**config.mk**
```make
export PLATFORM = sky130hd
export DESIGN_NAME = accelCommandBridge
export DESIGN_NICKNAME = d
export VERILOG_FILES = /design/src/hdl/accelBridgePkg.sv /design/src/hdl/hpsCommandReader.sv /design/src/hdl/accelSampleSummer.sv /design/src/hdl/commandSequencer.sv /design/src/hdl/hpsResponseWriter.sv /design/src/hdl/accelCommandBridge.sv
export SDC_FILE = /design/constraint.sdc
export NUM_CORES = 1
export LEC_CHECK = 0
export ABC_AREA = 1
export BUFFER_PORTS_ARGS = -buffer_cell sky130_fd_sc_hd__buf_2
export CORE_MARGIN = 4
export CORE_UTILIZATION = 60
export DETAILED_ROUTE_END_ITERATION = 12
export GPL_TIMING_DRIVEN = 1
export PLACE_DENSITY = 0.86
export SYNTH_ARGS = -nofsm -noshare
export SYNTH_HDL_FRONTEND = slang
export SYNTH_HIERARCHICAL = 1
export SYNTH_SLANG_ARGS = --single-unit
```
**constraint.sdc**
```tcl
create_clock -name CLOCK_50 -period 7.2 [get_ports CLOCK_50]
set_clock_uncertainty 0.2 [all_clocks]
set_input_delay 0.72 -clock CLOCK_50 [delete_from_list [all_inputs] [get_ports CLOCK_50]]
set_output_delay 0.72 -clock CLOCK_50 [all_outputs]
set_load 0.02 [all_outputs]
```
**src/hdl/accelBridgePkg.sv**
```systemverilog
package accelBridgePkg;

	// ==========================================================
	// bus and data widths
	// ==========================================================

	typedef logic [31:0] fifoWord_t;		// one word on either FIFO
	typedef logic [31:0] cmdId_t;			// command id as sent by the host
	typedef logic signed [7:0] accelSample_t;	// raw filtered accel reading
	typedef logic [7:0] magnitude_t;		// abs value, -128 maps to 128
	typedef logic [31:0] accelSum_t;		// running total of magnitudes

	// accelerometer sum command
	localparam cmdId_t CMD_ACCEL = 32'd10;

	// ==========================================================
	// state machines
	// ==========================================================

	// host FIFO reader, one word per pass
	typedef enum logic [1:0] {
		RD_IDLE,	// wait for data and a free sequencer
		RD_READ,	// inRead high
		RD_WAIT		// gap after the pop
	} readerState_t;

	typedef enum logic [1:0] {
		SM_IDLE,
		SM_ARM,		// looking for the trigger sample
		SM_SUM,		// adding the window
		SM_DONE		// result held until request drops
	} summerState_t;

	typedef enum logic [2:0] {
		SQ_IDLE,
		SQ_ACCEL_REQ,	// summer running
		SQ_ACCEL_DROP,	// wait for done to fall
		SQ_RESP,	// wait for a free writer
		SQ_HANDOFF	// respValid cycle
	} seqState_t;

	typedef enum logic [1:0] {
		WR_IDLE,
		WR_WAIT,	// holding word until outFull low
		WR_PULSE,	// outWrite high
		WR_GAP		// idle after a write
	} writerState_t;

endpackage

```
**src/hdl/hpsCommandReader.sv**
```systemverilog
`timescale 1ns/1ps

module hpsCommandReader
	import accelBridgePkg::*;
(
	input  logic      CLOCK_50,
	input  logic      master_reset,
	input  logic      inEmpty,
	input  fifoWord_t inData,
	input  logic      seqBusy,
	output logic      inRead,
	output logic      cmdValid,
	output cmdId_t    cmdId
);

	readerState_t state;
	logic payloadPending;	// accel id seen, one word left to drop

	// ==========================================================
	// host FIFO read machine
	// ==========================================================
	// show-ahead FIFO, head word sits on inData during inRead
	always_ff @(posedge CLOCK_50) begin
		if (master_reset) begin
			state <= RD_IDLE;
			inRead <= 1'b0;
			cmdValid <= 1'b0;
			payloadPending <= 1'b0;
		end else begin
			cmdValid <= 1'b0;	// one cycle strobe
			case (state)
				RD_IDLE: begin
					// hold off while a command is still being served
					if (!inEmpty && !seqBusy) begin
						inRead <= 1'b1;
						state <= RD_READ;
					end
				end
				RD_READ: begin
					inRead <= 1'b0;	// word popped at this edge
					state <= RD_WAIT;
					if (!payloadPending) begin
						cmdId <= inData;	// first word is the id
						if (inData == CMD_ACCEL) begin
							payloadPending <= 1'b1;	// dummy word follows
						end else begin
							cmdValid <= 1'b1;	// unknown id, no payload
						end
					end else begin
						// accel payload carries nothing, thrown away
						payloadPending <= 1'b0;
						cmdValid <= 1'b1;
					end
				end
				RD_WAIT: begin
					state <= RD_IDLE;	// second idle cycle is spent in RD_IDLE
				end
				default: begin
					state <= RD_IDLE;
				end
			endcase
		end
	end

endmodule

```
**src/hdl/accelSampleSummer.sv**
```systemverilog
`timescale 1ns/1ps

module accelSampleSummer
	import accelBridgePkg::*;
#(
	parameter int SAMPLE_COUNT = 50,
	parameter int TRIGGER_LEVEL = 16
) (
	input  logic         CLOCK_50,
	input  logic         master_reset,
	input  accelSample_t accelSample,
	input  logic         sampleStrobe,
	input  logic         accelRequest,
	output logic         accelDone,
	output accelSum_t    accelTotal
);

	localparam int COUNT_W = $clog2(SAMPLE_COUNT + 1);

	summerState_t state;
	magnitude_t magnitude;
	logic [COUNT_W-1:0] sampleCount;	// strobed samples taken so far
	logic triggerHit;
	logic lastSample;

	// abs value of the reading
	always_comb begin
		if (accelSample[7]) begin
			magnitude = magnitude_t'(-accelSample);	// 8'h80 stays 8'h80, i.e. 128
		end else begin
			magnitude = magnitude_t'(accelSample);
		end
	end

	assign triggerHit = sampleStrobe && (magnitude >= magnitude_t'(TRIGGER_LEVEL));
	assign lastSample = (sampleCount == COUNT_W'(SAMPLE_COUNT - 1));

	// ==========================================================
	// trigger, window and result hold
	// ==========================================================
	always_ff @(posedge CLOCK_50) begin
		if (master_reset) begin
			state <= SM_IDLE;
			accelDone <= 1'b0;
		end else begin
			case (state)
				SM_IDLE: begin
					accelDone <= 1'b0;
					sampleCount <= '0;	// fresh window per request
					accelTotal <= '0;
					if (accelRequest) begin
						state <= SM_ARM;
					end
				end
				SM_ARM: begin
					// trigger sample itself is not summed
					if (triggerHit) begin
						state <= SM_SUM;
					end
				end
				SM_SUM: begin
					if (sampleStrobe) begin
						accelTotal <= accelTotal + accelSum_t'(magnitude);
						sampleCount <= sampleCount + 1'b1;
						if (lastSample) begin
							accelDone <= 1'b1;	// window complete
							state <= SM_DONE;
						end
					end
				end
				SM_DONE: begin
					if (!accelRequest) begin
						accelDone <= 1'b0;	// falls the cycle after request drops
						state <= SM_IDLE;
					end
				end
				default: begin
					state <= SM_IDLE;
				end
			endcase
		end
	end

endmodule

```
**src/hdl/commandSequencer.sv**
```systemverilog
`timescale 1ns/1ps

module commandSequencer
	import accelBridgePkg::*;
(
	input  logic      CLOCK_50,
	input  logic      master_reset,
	input  logic      cmdValid,
	input  cmdId_t    cmdId,
	input  logic      accelDone,
	input  accelSum_t accelTotal,
	input  logic      writerBusy,
	output logic      seqBusy,
	output logic      accelRequest,
	output logic      respValid,
	output cmdId_t    respCmd,
	output fifoWord_t respData
);

	seqState_t state;

	// reader stays off the FIFO until the response is handed over
	assign seqBusy = (state != SQ_IDLE);

	// ==========================================================
	// command dispatch
	// ==========================================================
	always_ff @(posedge CLOCK_50) begin
		if (master_reset) begin
			state <= SQ_IDLE;
			accelRequest <= 1'b0;
			respValid <= 1'b0;
		end else begin
			respValid <= 1'b0;	// single cycle handoff
			case (state)
				SQ_IDLE: begin
					if (cmdValid) begin
						respCmd <= cmdId;	// id echoed as first word
						if (cmdId == CMD_ACCEL) begin
							accelRequest <= 1'b1;
							state <= SQ_ACCEL_REQ;
						end else begin
							respData <= '0;	// unknown id answers zero
							if (!writerBusy) begin
								respValid <= 1'b1;
								state <= SQ_HANDOFF;
							end else begin
								state <= SQ_RESP;
							end
						end
					end
				end
				SQ_ACCEL_REQ: begin
					if (accelDone) begin
						respData <= accelTotal;	// latch result
						accelRequest <= 1'b0;
						state <= SQ_ACCEL_DROP;
					end
				end
				SQ_ACCEL_DROP: begin
					// summer back in idle once done falls
					if (!accelDone) begin
						state <= SQ_RESP;
					end
				end
				SQ_RESP: begin
					if (!writerBusy) begin
						respValid <= 1'b1;
						state <= SQ_HANDOFF;
					end
				end
				SQ_HANDOFF: begin
					state <= SQ_IDLE;	// writer has captured it
				end
				default: begin
					state <= SQ_IDLE;
				end
			endcase
		end
	end

endmodule

```
**src/hdl/hpsResponseWriter.sv**
```systemverilog
`timescale 1ns/1ps

module hpsResponseWriter
	import accelBridgePkg::*;
(
	input  logic      CLOCK_50,
	input  logic      master_reset,
	input  logic      respValid,
	input  cmdId_t    respCmd,
	input  fifoWord_t respData,
	input  logic      outFull,
	output logic      writerBusy,
	output logic      outWrite,
	output fifoWord_t outData
);

	writerState_t state;
	cmdId_t cmdHold;	// captured response
	fifoWord_t dataHold;
	logic wordSel;		// 0 id word, 1 result word

	assign writerBusy = (state != WR_IDLE);

	// ==========================================================
	// FPGA to host FIFO write machine
	// ==========================================================
	always_ff @(posedge CLOCK_50) begin
		if (master_reset) begin
			state <= WR_IDLE;
			outWrite <= 1'b0;
			wordSel <= 1'b0;
		end else begin
			case (state)
				WR_IDLE: begin
					if (respValid) begin
						cmdHold <= respCmd;
						dataHold <= respData;
						wordSel <= 1'b0;	// id goes out first
						state <= WR_WAIT;
					end
				end
				WR_WAIT: begin
					// back-pressure, no timeout
					if (!outFull) begin
						outData <= wordSel ? dataHold : fifoWord_t'(cmdHold);
						outWrite <= 1'b1;
						state <= WR_PULSE;
					end
				end
				WR_PULSE: begin
					outWrite <= 1'b0;	// taken at this edge
					state <= WR_GAP;
				end
				WR_GAP: begin
					if (wordSel) begin
						state <= WR_IDLE;	// both words gone
					end else begin
						wordSel <= 1'b1;
						state <= WR_WAIT;
					end
				end
				default: begin
					state <= WR_IDLE;
				end
			endcase
		end
	end

endmodule

```
**src/hdl/accelCommandBridge.sv**
```systemverilog
`timescale 1ns/1ps

module accelCommandBridge
	import accelBridgePkg::*;
#(
	parameter int SAMPLE_COUNT = 50,	// samples summed after the trigger
	parameter int TRIGGER_LEVEL = 16	// min magnitude that starts a window
) (
	input  logic         CLOCK_50,
	input  logic         master_reset,
	input  logic         inEmpty,
	output logic         inRead,
	input  fifoWord_t    inData,
	input  logic         outFull,
	output logic         outWrite,
	output fifoWord_t    outData,
	input  accelSample_t accelSample,
	input  logic         sampleStrobe
);

	// ==========================================================
	// block to block wiring
	// ==========================================================
	logic cmdValid;		// reader to sequencer
	cmdId_t cmdId;
	logic seqBusy;
	logic accelRequest;	// sequencer and summer handshake
	logic accelDone;
	accelSum_t accelTotal;
	logic respValid;	// sequencer to writer
	cmdId_t respCmd;
	fifoWord_t respData;
	logic writerBusy;

	hpsCommandReader commandReader (
		.CLOCK_50     (CLOCK_50),
		.master_reset (master_reset),
		.inEmpty      (inEmpty),
		.inData       (inData),
		.seqBusy      (seqBusy),
		.inRead       (inRead),
		.cmdValid     (cmdValid),
		.cmdId        (cmdId)
	);

	commandSequencer sequencer (
		.CLOCK_50     (CLOCK_50),
		.master_reset (master_reset),
		.cmdValid     (cmdValid),
		.cmdId        (cmdId),
		.accelDone    (accelDone),
		.accelTotal   (accelTotal),
		.writerBusy   (writerBusy),
		.seqBusy      (seqBusy),
		.accelRequest (accelRequest),
		.respValid    (respValid),
		.respCmd      (respCmd),
		.respData     (respData)
	);

	// sample window parameters set here only
	accelSampleSummer #(
		.SAMPLE_COUNT  (SAMPLE_COUNT),
		.TRIGGER_LEVEL (TRIGGER_LEVEL)
	) sampleSummer (
		.CLOCK_50     (CLOCK_50),
		.master_reset (master_reset),
		.accelSample  (accelSample),
		.sampleStrobe (sampleStrobe),
		.accelRequest (accelRequest),
		.accelDone    (accelDone),
		.accelTotal   (accelTotal)
	);

	hpsResponseWriter responseWriter (
		.CLOCK_50     (CLOCK_50),
		.master_reset (master_reset),
		.respValid    (respValid),
		.respCmd      (respCmd),
		.respData     (respData),
		.outFull      (outFull),
		.writerBusy   (writerBusy),
		.outWrite     (outWrite),
		.outData      (outData)
	);

endmodule

```
---- After elaboration in Yosys (flattened, before gate mapping) ----
Cells that the tools add are included.
operators by class
  add/sub/neg operators ................... 3
  $lt $le $gt $ge ......................... 1
  equality and inequality tests ........... 27
  muxes and demuxes ....................... 51
  bitwise gates (word level) .............. 4
  reduce and logical (&&, ||, !) cells .... 31
operators with widths
  operator             count
  $mux 32              5
  $pmux 32 s2          2
  $eq 32x4->1 const B  2
  $add 32x8->32        1
  $mux 3               6
  $ne 2x2->1 const B   9
  $mux 1               17
  $mux 2               8
  $pmux 2 s4           2
  $reduce_and 3->1     5
  $pmux 3 s4           1
  $pmux 6 s2           1
  $reduce_and 4->1     3
  $reduce_bool 2->1    6
  $ne 2x1->1 const B   5
  $pmux 1 s2           5
  $reduce_and 5->1     2
  $eq 2x2->1 const B   4
  $ge 8x5->1 const B   1
  $mux 8               1
  $neg 8->8            1
  $reduce_and 2->1     4
  $add 6x1->6 const B  1
  $eq 2x1->1 const B   3
  13 further kinds     22
word-level totals
  register bits ........................... 247
  output and inout bits ................... 34
  logic and storage cells ................. 137

---- Longest topological paths before layout ----
  depth in word-level cells ............... 6
  mapped depth ............................ 17
  depth with buffers taken out ............ 17

---- Modules after synthesis ----
The synthesis kept the hierarchy.
modules (own cells, without submodules)
  module             instances  cells each  area each (um^2)  seq. area each (um^2)
  hpsResponseWriter  1          237         3588.4            2962.8
  accelSampleSummer  1          353         2830.2            1201.2
  commandSequencer   1          237         2697.6            2021.9
  hpsCommandReader   1          83          1256.2            1061.0

---- Worst setup path after synthesis ----
Ideal clock, no wire load.
  path kind ............................... register to register
  start point ............................. reg sampleSummer.state[0]
  end point ............................... reg sampleSummer.accelTotal[0] (enable)
  data arrival time ....................... 3.525 ns
  slack ................................... 2.994 ns
  stages on the path, launching flop included .. 7
  buffers on the path ..................... 1
  path through ............................ dfxtp_1 -> inv_1 -> ha_1 -> clkbuf_2 -> clkinv_1 -> nor2_1 -> nor3_1
on the way
  longest elaborated chain between the ends .. 3
  elaborated cells on any way between the ends .. 5
  classes of those cells .................. eq/ne: 2; reduce/logical: 3
ends and longest elaborated chain
  element                                                    line                     RTL
  start, declared                                            accelSampleSummer.sv:20  summerState_t state;
  start signal, assigned                                     accelSampleSummer.sv:43  state <= SM_IDLE;
  start signal, assigned                                     accelSampleSummer.sv:52  state <= SM_ARM;
  start signal, assigned                                     accelSampleSummer.sv:58  state <= SM_SUM;
  $eq 2x2->1 or $logic_not 2->1 (tied branches)              accelSampleSummer.sv:46  case (state)
  $ne 2x2->1 (no line) or $reduce_bool 2->1 (tied branches)  n/a
  $reduce_and 3->1 (no line) (*)                             n/a
  end signal, assigned                                       accelSampleSummer.sv:63  accelTotal <= accelTotal + accelSum_t'(magnitude);
  end, declared                                              accelSampleSummer.sv:15  output accelSum_t accelTotal
Every way passes the cells marked *; elsewhere a longest branch is shown, timed or not.
A chain may end at the register's enable or synchronous reset.

---- Final worst setup path ----
  start point ............................. in accelSample[0]
  end point ............................... reg sampleSummer.accelTotal[10] (data pin)
on the way
  longest elaborated chain between the ends .. 5
ends and longest elaborated chain
  element            line                      RTL
  start, declared    accelCommandBridge.sv:17  input accelSample_t accelSample,
  $neg 8->8          accelSampleSummer.sv:29   magnitude = magnitude_t'(-accelSample);
  $mux 8 (*)         accelSampleSummer.sv:28   if (accelSample[7]) begin
  $add 32x8->32 (*)  accelSampleSummer.sv:63
  $mux 32 (*)        accelSampleSummer.sv:62   if (sampleStrobe) begin
  $pmux 32 s2 (*)    accelSampleSummer.sv:46
Every way passes the cells marked *; elsewhere a longest branch is shown, timed or not. The select of a mux whose other input is x is not followed.

==> results.yml <==
run_status:
  status: "completed"
clock_network:
  clk_pin_slew_ns: 0.06
  htree_levels: 1
  clock_sinks: 247
  cts_tree: "yes"
  ctsResizeCount: 0
  clk_latency_ns: 0.51
  numCtsBuffers: 23
  cts_root_buf: "clkbuf_16"
  cts_setup_buffers: 0
  clockBufferDepth: 3
  hold_buffers: 0
worst_setup_path:
  critical_path_required_ns: 7.25
  rr_endpoint: "sampleSummer/accelTotal[14]$_SDFFCE_PN0P_"
  cp_top_family: "compound AO/OA/AOI/OAI gates"
  startpoint: "accelSample[0]"
  endpoint_kind: "flip-flop"
  max_stage_delay_ns: 0.46
  crit_chain: "buf_2 > inv_1 > ha_1 > nand2_1 > o21ai_0 > inv_1 > fa_1 > o21ai_2 > a21boi_2 > o21ai_0 > nand2_1 > o21ai_0 > nor2_1"
  cp-start-kind: "input pin"
  reg2regPathDepth: 7
  critPathBufInv: 3
  crit_type: "in2reg"
  critical_path_cell_count: 13
  r2r_setup_slack_ns: 4.34
  path_common_cell: "o21ai_0"
  worstPathArrival_ns: 2.93
  r2r-start: "sampleSummer/state[0]$_SDFFE_PP0P_"
  critPathSlowestCell: "fa_1"
  cp_max_fo: 4
run:
  drv_cap: 0
power:
  p_per_area_nw_per_um2: 289
  swShare: 0.262
  combPwrFrac: 0.136
  p_total_mw: 3.37
  clockPowerShare: 0.316
  intPower_mw: 2.49
  ir_worst_vdd_mv: 0.195
  pwr-share-seq: 0.548
  switchingPower_mw: 0.882
  p_leak_nw: 4.60
logic_synthesis:
  synth_largest_area_cell: "edfxtp_1"
  async_reset_ff_frac: 0
  synth_nets: 978
  netlist_top_cells_count: "230 x edfxtp_1, 213 x nand2_1, 120 x inv_1"
  syn_area_sq_um: 10400
  synth_area_leaders: "edfxtp_1 67%, nand2_1 7.7%, inv_1 4.3%, nor2_1 4.2%, dfxtp_1 3.3%"
  ys.flop_type: "edfxtp_1"
  synth_cells: 910
  ys_seq_area_frac: 0.699
  ys_seq_elements: 247
  synth_top_area_share: 0.666
  yosys_warnings: 6
  synth_edf_count: 230
  synth.distinct_cells: 42
  synth.most_common_cell: "edfxtp_1"
  syn_area_per_cell_sq_um: 11.4
finish:
  utilization: 0.696
  nNetsFinal: 1073
  drive_gt1_frac: 0.148
  syn_to_final_growth_pct: 12.5
timing:
  max_freq_mhz: 347
  worstMarginPinSlew_ns: 1.00
  rsz0062_at_grt: "false"
  final-setup-viol-count: 0
  whs_ns: 0.197
  finalWorstSetupSlack_ns: 4.32
  final.min_clock_period_ns: 2.88
  hold_violations: 0
  slew_violations: 0
  max_slew_margin: 0.332
  min_period_over_period: 0.400
  setup_tns_ns: 0
global_routing:
  grt_max_degree: 65
  grt_antenna_before_repair: 1
  overflow: 0
  grt_usage: 0.204
  grt_pass1_wl_mm: 32.5
  grt_pass1_vias: 6772
placement:
  pre_cts_ws_ns: 3.91
  hpwl_mm: 13.0
  place.gp.congestion: 0.888
  place.port_buffers: 78
detailed_routing:
  drc_errors: 0
  final_antenna_net_count: 0
  num_vias: 6659
  postRouteWirelength_mm: 19.9
  dr.pass1.iters: 6
  vias_per_cell: 5.37
  wl_per_cell_um: 16.0
  drt_iter0_markers: 549
min_path:
  hold-path-cell-count: 1
  worstHoldStart: "inData[28]"
  hp-class: "in2reg"
  hold_path_end: "commandReader/cmdId[28]$_DFFE_PP_"
floorplanning:
  die_y_um: 139
  start_util: 0.619
  die_x_um: 139
  core_area_sq_um: 16800
  num_io_pins: 79
  dieArea_sq_um: 19500
  rows: 47
[state kept, by name (all words and copies together), names as in the netlist, 2 cells and up]
signal / cells
commandReader/cmdId: 32
commandReader/state: 2
responseWriter/cmdHold: 32
responseWriter/dataHold: 32
responseWriter/outData: 32
responseWriter/state: 2
sampleSummer/accelTotal: 32
sampleSummer/sampleCount: 6
sampleSummer/state: 2
sequencer/respCmd: 32
sequencer/respData: 32
sequencer/state: 3
[layout by cell type, fill, tap and decap left out, types with 12 or more instances in the layout]
| cell type | instances |
|---|---|
| edfxtp_1 | 230 |
| o21ai_0 | 26 |
| nor2_1 | 112 |
| dfxtp_1 | 17 |
| buf_2 | 78 |
| clkbuf_16 | 23 |
| nand4_1 | 12 |
| nand3_1 | 26 |
| a21oi_1 | 39 |
| ha_1 | 22 |
| nand2_1 | 213 |
| inv_1 | 120 |
[stage by stage]
step / cell area, sq um / std cells
finish: 11700 / 1239
floorplan: 10400 / 910
global route: 11700 / 1239
global placement: 11000 / 1200
CTS: 11700 / 1238
detailed placement: 11000 / 1200
[worst reg2reg max path: stages (launching register included)]
cell and delay [ns]:
dfxtp_1 0.38, inv_1 0.08, ha_1 0.19, buf_4 0.22
clkinv_1 0.35, nor2_1 0.13, nor3_2 0.46, buf_4 0.49
[power by group through the flow]
stage / logic, mW / clock network, mW / registers, mW
6_report: 0.457 / 1.07 / 1.85
5_1_grt: 0.518 / 1.15 / 1.86
3_5_place_dp: 0.451 / 0 / 1.87
4_1_cts: 0.457 / 1.08 / 1.85
3_3_place_gp: 0.432 / 0 / 1.87
2_1_floorplan: 0.313 / 0 / 1.88
[worst max path at each step]
stage | slack, ns | end
4_1_cts | 4.33 | sampleSummer/accelTotal[1]$_SDFFCE_PN0P_
3_3_place_gp | 3.95 | sampleSummer/accelTotal[26]$_SDFFCE_PN0P_
2_1_floorplan | 2.99 | sampleSummer/accelTotal[0]$_SDFFCE_PN0P_
6_report | 4.32 | sampleSummer/accelTotal[10]$_SDFFCE_PN0P_
3_5_place_dp | 3.91 | sampleSummer/accelTotal[10]$_SDFFCE_PN0P_
5_1_grt | 4.11 | sampleSummer/accelTotal[29]$_SDFFCE_PN0P_
[routing by layer]
layer,part of all wire,routed length [um],track usage,vias up
met5,0,0,0,-
met4,0.017,338,0.0561,0
met3,0.065,1300,0.0333,26
met2,0.53,10500,0.373,234
met1,0.39,7760,0.252,3167
li1,-,-,-,3232
[kinds of logic (layout without fill, tap and decap cells)]
| logic type | after synthesis | after routing | share of synthesized area |
|---|---|---|---|
| AO/OA/AOI/OAI | 78 | 78 | 0.0407 |
| XOR/XNOR | 7 | 7 | 0.00591 |
| adder cells (fa/ha/maj) | 23 | 23 | 0.0285 |
| buffers and inverters | 140 | 248 | 0.0556 |
| flip-flops | 247 | 247 | 0.699 |
| other | 0 | 1 | 0 |
| AND/OR/NAND/NOR | 415 | 415 | 0.171 |
[cell type report]
| class | count | area (sq um) |
|---|---|---|
| flip-flops and latches | 247 | 7250 |
| fillers | 1103 | 5090 |
| multi-input cells | 523 | 2580 |
| clock buffers | 26 | 587 |
| inverters | 125 | 477 |
| repair buffers | 85 | 443 |
| well taps | 220 | 275 |
| clock inverters | 12 | 60.1 |
| diodes | 1 | 2.50 |
Power figures use the tool's default switching activity.
